**config.mk**
```make
export PLATFORM = sky130hd
export DESIGN_NAME = cpuTop
export DESIGN_NICKNAME = d
export VERILOG_FILES = /design/src/source/cpuPkg.sv /design/src/source/coreCtrlIf.sv /design/src/source/memBusIf.sv /design/src/source/alu.sv /design/src/source/controlUnit.sv /design/src/source/cpuTop.sv /design/src/source/datapath.sv /design/src/source/programMemory.sv /design/src/source/registerFile.sv /design/src/source/writeTracer.sv
export SDC_FILE = /design/constraint.sdc
export NUM_CORES = 2
export LEC_CHECK = 0
export BUFFER_PORTS_ARGS = -buffer_cell sky130_fd_sc_hd__buf_2
export CORE_UTILIZATION = 40
export CTS_BUF_LIST = sky130_fd_sc_hd__clkbuf_8
export DETAILED_ROUTE_END_ITERATION = 10
export RECOVER_POWER = 25
export REMOVE_ABC_BUFFERS = 1
export SLEW_MARGIN = 10
export SYNTH_ARGS = -nofsm -noshare
export SYNTH_HDL_FRONTEND = slang
export SYNTH_HIERARCHICAL = 1
export SYNTH_SLANG_ARGS = --single-unit
```
**constraint.sdc**
```tcl
create_clock -name CLK -period 16.5 [get_ports CLK]
set_clock_uncertainty 0.2 [all_clocks]
set_input_delay 3.3 -clock CLK [delete_from_list [all_inputs] [get_ports CLK]]
set_output_delay 3.3 -clock CLK [all_outputs]
set_load 0.01 [all_outputs]
```
**src/source/cpuPkg.sv**
```systemverilog
// Shared widths, instruction fields and encodings for the CPU; RTL files import it with cpuPkg::*
`default_nettype none

package cpuPkg;

    localparam int DATA_W  = 8;
    localparam int INSTR_W = 16;
    localparam int ADDR_W  = 8;

    typedef logic [DATA_W-1:0]  data_t;
    typedef logic [ADDR_W-1:0]  addr_t;
    typedef logic [INSTR_W-1:0] instr_t;
    typedef logic [1:0]         regIdx_t;    // R1..R4 as 0..3, codes 4..7 in the instruction

    typedef enum logic [3:0] {
        opBra = 4'd0,
        opLd  = 4'd1,
        opSt  = 4'd2,
        opMov = 4'd3,
        opAnd = 4'd4,
        opOr  = 4'd5,
        opNot = 4'd6,
        opAdd = 4'd7,
        opSub = 4'd8,
        opLsl = 4'd9,
        opLsr = 4'd10,
        opPul = 4'd11,    // No-op
        opPsh = 4'd12,    // No-op
        opInc = 4'd13,
        opDec = 4'd14,
        opBne = 4'd15
    } opcode_e;

    typedef enum logic [2:0] {
        passA,
        notA,
        andAB,
        orAB,
        addAB,
        subAB,
        shlA,
        shrA
    } aluOp_e;

    // Register write data select
    typedef enum logic [2:0] {
        srcAlu,
        srcImm,    // Instruction low byte
        srcMem,    // Memory at instruction low byte
        srcInc,
        srcDec
    } wrSrc_e;

    typedef enum logic {
        traceReg,
        traceMem
    } traceKind_e;

endpackage

`default_nettype wire

```
**src/source/coreCtrlIf.sv**
```systemverilog
// Control strobes from the control unit to the datapath, with the IR and zero flag returned
`timescale 1ns/1ps
`default_nettype none

interface coreCtrlIf import cpuPkg::*; ();

    logic    fetchHi;     // Load IR high byte, PC+1
    logic    fetchLo;     // Load IR low byte, PC+1
    aluOp_e  aluOp;
    logic    regWrite;
    wrSrc_e  wrSrc;
    regIdx_t dstIdx;
    regIdx_t srcAIdx;
    regIdx_t srcBIdx;
    logic    pcLoad;      // Branch taken
    logic    memWrite;
    logic    flagLoad;    // Update zero from write data
    instr_t  instr;
    logic    zero;

    modport ctrl (
        output fetchHi, fetchLo, aluOp, regWrite, wrSrc, dstIdx, srcAIdx, srcBIdx,
        output pcLoad, memWrite, flagLoad,
        input  instr, zero
    );

    modport dp (
        input  fetchHi, fetchLo, aluOp, regWrite, wrSrc, dstIdx, srcAIdx, srcBIdx,
        input  pcLoad, memWrite, flagLoad,
        output instr, zero
    );

endinterface

`default_nettype wire

```
**src/source/memBusIf.sv**
```systemverilog
// Core side bus between the datapath and program memory, read is combinational on addr
`timescale 1ns/1ps
`default_nettype none

interface memBusIf import cpuPkg::*; ();

    addr_t addr;
    data_t wrData;
    logic  wrEn;
    data_t rdData;

    modport master (
        output addr, wrData, wrEn,
        input  rdData
    );

    modport mem (
        input  addr, wrData, wrEn,
        output rdData
    );

endinterface

`default_nettype wire

```
**src/source/alu.sv**
```systemverilog
// Combinational 8-bit ALU, all results modulo 256 and shifts fill with zero
`timescale 1ns/1ps
`default_nettype none

module alu import cpuPkg::*; (
    input wire aluOp_e op_i,
    input wire data_t  a_i,
    input wire data_t  b_i,
    output data_t      result_o
);

    always_comb begin
        case (op_i)
            notA:    result_o = ~a_i;
            andAB:   result_o = a_i & b_i;
            orAB:    result_o = a_i | b_i;
            addAB:   result_o = a_i + b_i;    // Carry out dropped
            subAB:   result_o = a_i - b_i;    // Borrow wraps
            shlA:    result_o = {a_i[6:0], 1'b0};
            shrA:    result_o = {1'b0, a_i[7:1]};
            default: result_o = a_i;    // passA
        endcase
    end

endmodule

`default_nettype wire

```
**src/source/controlUnit.sv**
```systemverilog
// Run state, phase counter and opcode decode that sequence each 4-cycle instruction
`timescale 1ns/1ps
`default_nettype none

module controlUnit import cpuPkg::*; (
    input wire      CLK,
    input wire      reset_i,
    input wire      loadValid_i,
    input wire      start_i,
    output logic    loadEn_o,
    output logic    running_o,
    coreCtrlIf.ctrl ctrl
);

    logic       running;
    logic [1:0] phase;
    logic       execute;
    opcode_e    opcode;

    always_ff @(posedge CLK) begin
        if (reset_i) begin
            running <= 1'b0;
            phase   <= 2'd0;
        end else if (!running) begin
            if (start_i) begin
                running <= 1'b1;    // First fetch in the next cycle
                phase   <= 2'd0;
            end
        end else begin
            phase <= phase + 2'd1;    // Wraps 3 -> 0
        end
    end

    assign running_o = running;
    assign loadEn_o  = loadValid_i & ~running;    // Loader locked out during a run

    assign ctrl.fetchHi = running & (phase == 2'd0);
    assign ctrl.fetchLo = running & (phase == 2'd1);
    assign execute      = running & (phase == 2'd3);

    assign opcode = opcode_e'(ctrl.instr[15:12]);

    // Operand indexes settle in phase 2, write strobes fire only in phase 3
    always_comb begin
        ctrl.aluOp    = passA;
        ctrl.wrSrc    = srcAlu;
        ctrl.dstIdx   = ctrl.instr[9:8];    // Type 1 register and type 2 destination share bits
        ctrl.srcAIdx  = ctrl.instr[5:4];    // Source 1 code, low two bits
        ctrl.srcBIdx  = ctrl.instr[1:0];    // Source 2 code, low two bits
        ctrl.regWrite = 1'b0;
        ctrl.pcLoad   = 1'b0;
        ctrl.memWrite = 1'b0;
        ctrl.flagLoad = 1'b0;

        case (opcode)
            opBra: begin
                ctrl.pcLoad = execute;
            end
            opBne: begin
                ctrl.pcLoad = execute & ~ctrl.zero;
            end
            opLd: begin
                ctrl.regWrite = execute;
                ctrl.wrSrc    = ctrl.instr[10] ? srcImm : srcMem;
            end
            opSt: begin
                ctrl.srcBIdx  = ctrl.instr[9:8];    // Store data from port B
                ctrl.memWrite = execute;
            end
            opMov, opNot, opAnd, opOr, opAdd, opSub, opLsl, opLsr: begin
                ctrl.regWrite = execute;
                ctrl.flagLoad = execute;
                case (opcode)
                    opNot:   ctrl.aluOp = notA;
                    opAnd:   ctrl.aluOp = andAB;
                    opOr:    ctrl.aluOp = orAB;
                    opAdd:   ctrl.aluOp = addAB;
                    opSub:   ctrl.aluOp = subAB;
                    opLsl:   ctrl.aluOp = shlA;
                    opLsr:   ctrl.aluOp = shrA;
                    default: ctrl.aluOp = passA;    // MOV
                endcase
            end
            opInc: begin
                ctrl.regWrite = execute;
                ctrl.flagLoad = execute;
                ctrl.wrSrc    = srcInc;
            end
            opDec: begin
                ctrl.regWrite = execute;
                ctrl.flagLoad = execute;
                ctrl.wrSrc    = srcDec;
            end
            default: begin
                // PUL and PSH do nothing
            end
        endcase
    end

endmodule

`default_nettype wire

```
**src/source/cpuTop.sv**
```systemverilog
// Top level of the teaching CPU with loader and start inputs and the write trace output
`timescale 1ns/1ps
`default_nettype none

module cpuTop import cpuPkg::*; (
    input wire         CLK,
    input wire         reset_i,
    input wire         loadValid_i,
    input wire addr_t  loadAddr_i,
    input wire data_t  loadData_i,
    input wire         start_i,
    output logic       running_o,
    output logic       traceValid_o,
    output traceKind_e traceKind_o,
    output addr_t      traceIndex_o,
    output data_t      traceData_o
);

    coreCtrlIf ctrlBus ();
    memBusIf   memBus ();

    logic    loadEn;
    logic    rfWrite;
    regIdx_t rfIdx;
    data_t   rfData;
    logic    memWrite;
    addr_t   memAddr;
    data_t   memData;

    programMemory progMem (
        .CLK        (CLK),
        .loadEn_i   (loadEn),
        .loadAddr_i (loadAddr_i),
        .loadData_i (loadData_i),
        .bus        (memBus.mem)
    );

    controlUnit ctrlUnit (
        .CLK         (CLK),
        .reset_i     (reset_i),
        .loadValid_i (loadValid_i),
        .start_i     (start_i),
        .loadEn_o    (loadEn),
        .running_o   (running_o),
        .ctrl        (ctrlBus.ctrl)
    );

    datapath dpath (
        .CLK        (CLK),
        .reset_i    (reset_i),
        .ctrl       (ctrlBus.dp),
        .bus        (memBus.master),
        .rfWrite_o  (rfWrite),
        .rfIdx_o    (rfIdx),
        .rfData_o   (rfData),
        .memWrite_o (memWrite),
        .memAddr_o  (memAddr),
        .memData_o  (memData)
    );

    writeTracer tracer (
        .CLK          (CLK),
        .reset_i      (reset_i),
        .rfWrite_i    (rfWrite),
        .rfIdx_i      (rfIdx),
        .rfData_i     (rfData),
        .memWrite_i   (memWrite),
        .memAddr_i    (memAddr),
        .memData_i    (memData),
        .traceValid_o (traceValid_o),
        .traceKind_o  (traceKind_o),
        .traceIndex_o (traceIndex_o),
        .traceData_o  (traceData_o)
    );

endmodule

`default_nettype wire

```
**src/source/datapath.sv**
```systemverilog
// PC, IR, register write mux, zero flag and memory addressing for the core
`timescale 1ns/1ps
`default_nettype none

module datapath import cpuPkg::*; (
    input wire        CLK,
    input wire        reset_i,
    coreCtrlIf.dp     ctrl,
    memBusIf.master   bus,
    output logic      rfWrite_o,
    output regIdx_t   rfIdx_o,
    output data_t     rfData_o,
    output logic      memWrite_o,
    output addr_t     memAddr_o,
    output data_t     memData_o
);

    addr_t  pc;
    instr_t ir;
    logic   zeroFlag;
    logic   fetch;
    data_t  rdA;
    data_t  rdB;
    data_t  aluResult;
    data_t  wrData;

    assign fetch = ctrl.fetchHi | ctrl.fetchLo;

    always_ff @(posedge CLK) begin
        if (reset_i) begin
            pc       <= '0;
            ir       <= '0;
            zeroFlag <= 1'b0;
        end else begin
            if (ctrl.pcLoad) begin
                pc <= ir[7:0];    // Branch target is the low byte
            end else if (fetch) begin
                pc <= pc + 8'd1;
            end
            if (ctrl.fetchHi) begin
                ir[15:8] <= bus.rdData;
            end
            if (ctrl.fetchLo) begin
                ir[7:0] <= bus.rdData;
            end
            if (ctrl.flagLoad) begin
                zeroFlag <= (wrData == '0);
            end
        end
    end

    always_comb begin
        case (ctrl.wrSrc)
            srcImm:  wrData = ir[7:0];
            srcMem:  wrData = bus.rdData;
            srcInc:  wrData = rdA + 8'd1;
            srcDec:  wrData = rdA - 8'd1;
            default: wrData = aluResult;
        endcase
    end

    registerFile regFile (
        .CLK      (CLK),
        .reset_i  (reset_i),
        .wrEn_i   (ctrl.regWrite),
        .wrIdx_i  (ctrl.dstIdx),
        .wrData_i (wrData),
        .rdAIdx_i (ctrl.srcAIdx),
        .rdBIdx_i (ctrl.srcBIdx),
        .rdA_o    (rdA),
        .rdB_o    (rdB)
    );

    alu aluUnit (
        .op_i     (ctrl.aluOp),
        .a_i      (rdA),
        .b_i      (rdB),
        .result_o (aluResult)
    );

    assign ctrl.instr = ir;
    assign ctrl.zero  = zeroFlag;

    assign bus.addr   = fetch ? pc : ir[7:0];    // Operand address outside fetch
    assign bus.wrData = rdB;
    assign bus.wrEn   = ctrl.memWrite;

    assign rfWrite_o  = ctrl.regWrite;
    assign rfIdx_o    = ctrl.dstIdx;
    assign rfData_o   = wrData;
    assign memWrite_o = ctrl.memWrite;
    assign memAddr_o  = ir[7:0];
    assign memData_o  = rdB;

endmodule

`default_nettype wire

```
**src/source/programMemory.sv**
```systemverilog
// 256-byte program and data memory, written by the loader while idle or by stores while running
`timescale 1ns/1ps
`default_nettype none

module programMemory import cpuPkg::*; (
    input wire        CLK,
    input wire        loadEn_i,
    input wire addr_t loadAddr_i,
    input wire data_t loadData_i,
    memBusIf.mem      bus
);

    data_t memArray [2**ADDR_W];

    // Loader has priority; loadEn_i is only high while the core is idle
    always_ff @(posedge CLK) begin
        if (loadEn_i) begin
            memArray[loadAddr_i] <= loadData_i;
        end else if (bus.wrEn) begin
            memArray[bus.addr] <= bus.wrData;    // ST at phase 3 edge
        end
    end

    assign bus.rdData = memArray[bus.addr];    // Asynchronous read

endmodule

`default_nettype wire

```
**src/source/registerFile.sv**
```systemverilog
// Four general registers R1..R4 with one write port and two combinational read ports
`timescale 1ns/1ps
`default_nettype none

module registerFile import cpuPkg::*; (
    input wire          CLK,
    input wire          reset_i,
    input wire          wrEn_i,
    input wire regIdx_t wrIdx_i,
    input wire data_t   wrData_i,    // Load, increment or decrement value
    input wire regIdx_t rdAIdx_i,
    input wire regIdx_t rdBIdx_i,
    output data_t       rdA_o,
    output data_t       rdB_o
);

    data_t regs [4];

    always_ff @(posedge CLK) begin
        if (reset_i) begin
            for (int i = 0; i < 4; i++) begin
                regs[i] <= '0;
            end
        end else if (wrEn_i) begin
            regs[wrIdx_i] <= wrData_i;
        end
    end

    assign rdA_o = regs[rdAIdx_i];
    assign rdB_o = regs[rdBIdx_i];

endmodule

`default_nettype wire

```
**src/source/writeTracer.sv**
```systemverilog
// Registers each register or memory write into a one-cycle trace strobe
`timescale 1ns/1ps
`default_nettype none

module writeTracer import cpuPkg::*; (
    input wire          CLK,
    input wire          reset_i,
    input wire          rfWrite_i,
    input wire regIdx_t rfIdx_i,
    input wire data_t   rfData_i,
    input wire          memWrite_i,
    input wire addr_t   memAddr_i,
    input wire data_t   memData_i,
    output logic        traceValid_o,
    output traceKind_e  traceKind_o,
    output addr_t       traceIndex_o,
    output data_t       traceData_o
);

    always_ff @(posedge CLK) begin
        if (reset_i) begin
            traceValid_o <= 1'b0;
            traceKind_o  <= traceReg;
        end else begin
            traceValid_o <= rfWrite_i | memWrite_i;
            traceKind_o  <= memWrite_i ? traceMem : traceReg;
        end
    end

    // Payload only, qualified by traceValid_o
    always_ff @(posedge CLK) begin
        if (memWrite_i) begin
            traceIndex_o <= memAddr_i;
            traceData_o  <= memData_i;
        end else begin
            traceIndex_o <= {6'd0, rfIdx_i};    // Register 0..3
            traceData_o  <= rfData_i;
        end
    end

endmodule

`default_nettype wire

```
==> metrics.yaml <==
status: "complete, but fails checks"
failed_checks: "max-capacitance violations, max-slew violations"
grt-ovfl-total: 0
tightest_slew_ns: 4.694
drive_above_1_share_pct: 21.55
clk_pin_slew_worst_paths_ns: 0.06
fmax_ghz: 0.09299
sw_frac_of_total_pct: 22.77
cts_resized: 0
clockBufferDepth: 4
drtIter0Drc: 5097
finalCriticalPeriod_ns: 10.75
final_nets: 4628
clkSinkCount: 2125
hold_path_class: "register to register"
reg2reg_slack_ns: 6.91
row_count: 168
worst_ir_drop_vdd_v: 0.00009391
power_frac_clock_pct: 38.4
vias_per_cell: 5.821
place_inst: 7038
wl_per_cell_um: 28.82
post-route-period-util_pct: 65.17
fin_cells: 7639
hold_slack_ns: 0.3200
area_delta_synth_final_pct: 10.52
die_w_um: 463.1
hold_buffers: 0
avgSynthCellArea_sq_um: 19.35
hpwl_mm: 133.7
cts_tree: "done"
power.internal_mw: 8.336
setup_viol: 0
place.gp.congestion: 0.8626
initial_core_util_pct: 40.42
final_common_cell: "edfxtp_1"
grt_max_degree: 101
postCtsSetupBuffers: 0
final.setup.worst_slack_ns: 5.746
hold_violations: 0
antenna_found_initial: 9
htreeDepth: 5
portBuffers: 38
ioPinCount: 39
tns_ns: 0
synthCells: 4396
p_sw_mw: 2.457
p_leak_nw: 28.50
power_density_mw_per_mm2: 114.8
insertion_delay_ns: 1.07
worst_ep_required_time_ns: 16.44
num_vias: 44470
relSlewSlack_pct: -212.9
path_class: "input pin to register"
die_h_um: 463.1
drt-pass1-iter-count: 6
wl_mm: 220.2
final_cell_mix: "edfxtp_1 (2080), mux4_2 (464), nor2_1 (364)"
grt_util_all_layers_pct: 20.27
syn-cell-area_sq_mm: 0.08504
cp-end-kind: "register"
finalMaxSlewViolations: 1141
die_area_sq_mm: 0.2145
fill_cells: 17950
ys_warn_count: 6
root_buffer: "clkbuf_8"
grt_setup_unrepaired: "false"
cts_buffers: 350
fp.coreArea_sq_mm: 0.2104
pre_cts_slack_ns: 8.353
grt_pass1_vias: 44470
power_frac_seq_pct: 55.2
crit_path_start_kind: "input pin"
p_comb_share_pct: 6.4
arrival_ns: 10.69
max_cap_viol_count: 15
post-route-drc-count: 0
grt_pass1_wl_mm: 317.0
ant_nets: 0
crit_fanout: 100
final cells by class:
| cell class | count | area (sq um) | area share (%) |
|---|---|---|---|
| clock buffer | 360 | 4955 | 5.272 |
| inverter | 23 | 86.33 | 0.09185 |
| tap | 2805 | 3510 | 3.734 |
| multi-input combinational | 1959 | 20070 | 21.36 |
| clock inverter | 231 | 1136 | 1.209 |
| sequential | 2125 | 63360 | 67.41 |
| antenna | 9 | 22.52 | 0.02396 |
| timing repair buffer | 127 | 848.3 | 0.9026 |
power groups by stage:
stage | registers [mW] | logic [mW] | clock network, mW
after floorplan | 6.09 | 0.578 | 0
after global placement | 6.07 | 0.685 | 0
after detailed placement | 6.07 | 0.691 | 0
after CTS | 5.95 | 0.693 | 4.24
after global routing | 5.96 | 0.730 | 4.46
final | 5.96 | 0.688 | 4.14
path summary, 6_finish.rpt:
path,cells after the start,end,startpoint
worst max-delay path,6,progMem/memArray[22][7],loadValid_i
worst min-delay path,2,dpath/ctrl.zero,dpath/ctrl.zero
worst max register to register,6,progMem/memArray[22][7],ctrlUnit/running_o
worst min register to register,2,dpath/ctrl.zero,dpath/ctrl.zero
critical path, cell delays in order:
cell      delay, ns
clkbuf_1       0.12
nor2b_1        0.19
nor2b_1        1.44
nand2_1        0.14
nand2_1        1.88
clkbuf_1       3.28
metal layers:
metal	vias up	global-route usage, %	part of all wire, %
met5	-	0.5793	0.19
met4	6	6.997	3.3
met3	388	4.346	8.3
met2	2056	30.79	46
met1	23580	28.88	42
li1	18430	-	-
registers in the layout (all words and copies together), names as in the netlist:
name                 flops
ctrlUnit/running_o       1
dpath/ctrl.instr        15
dpath/ctrl.zero          1
dpath/pc                 8
ctrlUnit/phase           2
tracer/traceData_o       8
progMem/memArray      2048
tracer/traceKind_o       1
tracer/traceIndex_o      8
dpath/regFile/regs      32
tracer/traceValid_o      1
stage by stage:
stage / utilization, % / power (mW) / instance area (sq um)
3_5_place_dp: 41.82 / 6.758 / 87990
2_1_floorplan: - / 6.668 / 83370
3_3_place_gp: 41.79 / 6.752 / 87930
6_report: 44.67 / 10.79 / 93990
4_1_cts: 44.71 / 10.89 / 94080
5_1_grt: 44.66 / 11.15 / 93980
No activity file was read; power rests on OpenSTA's default activity.
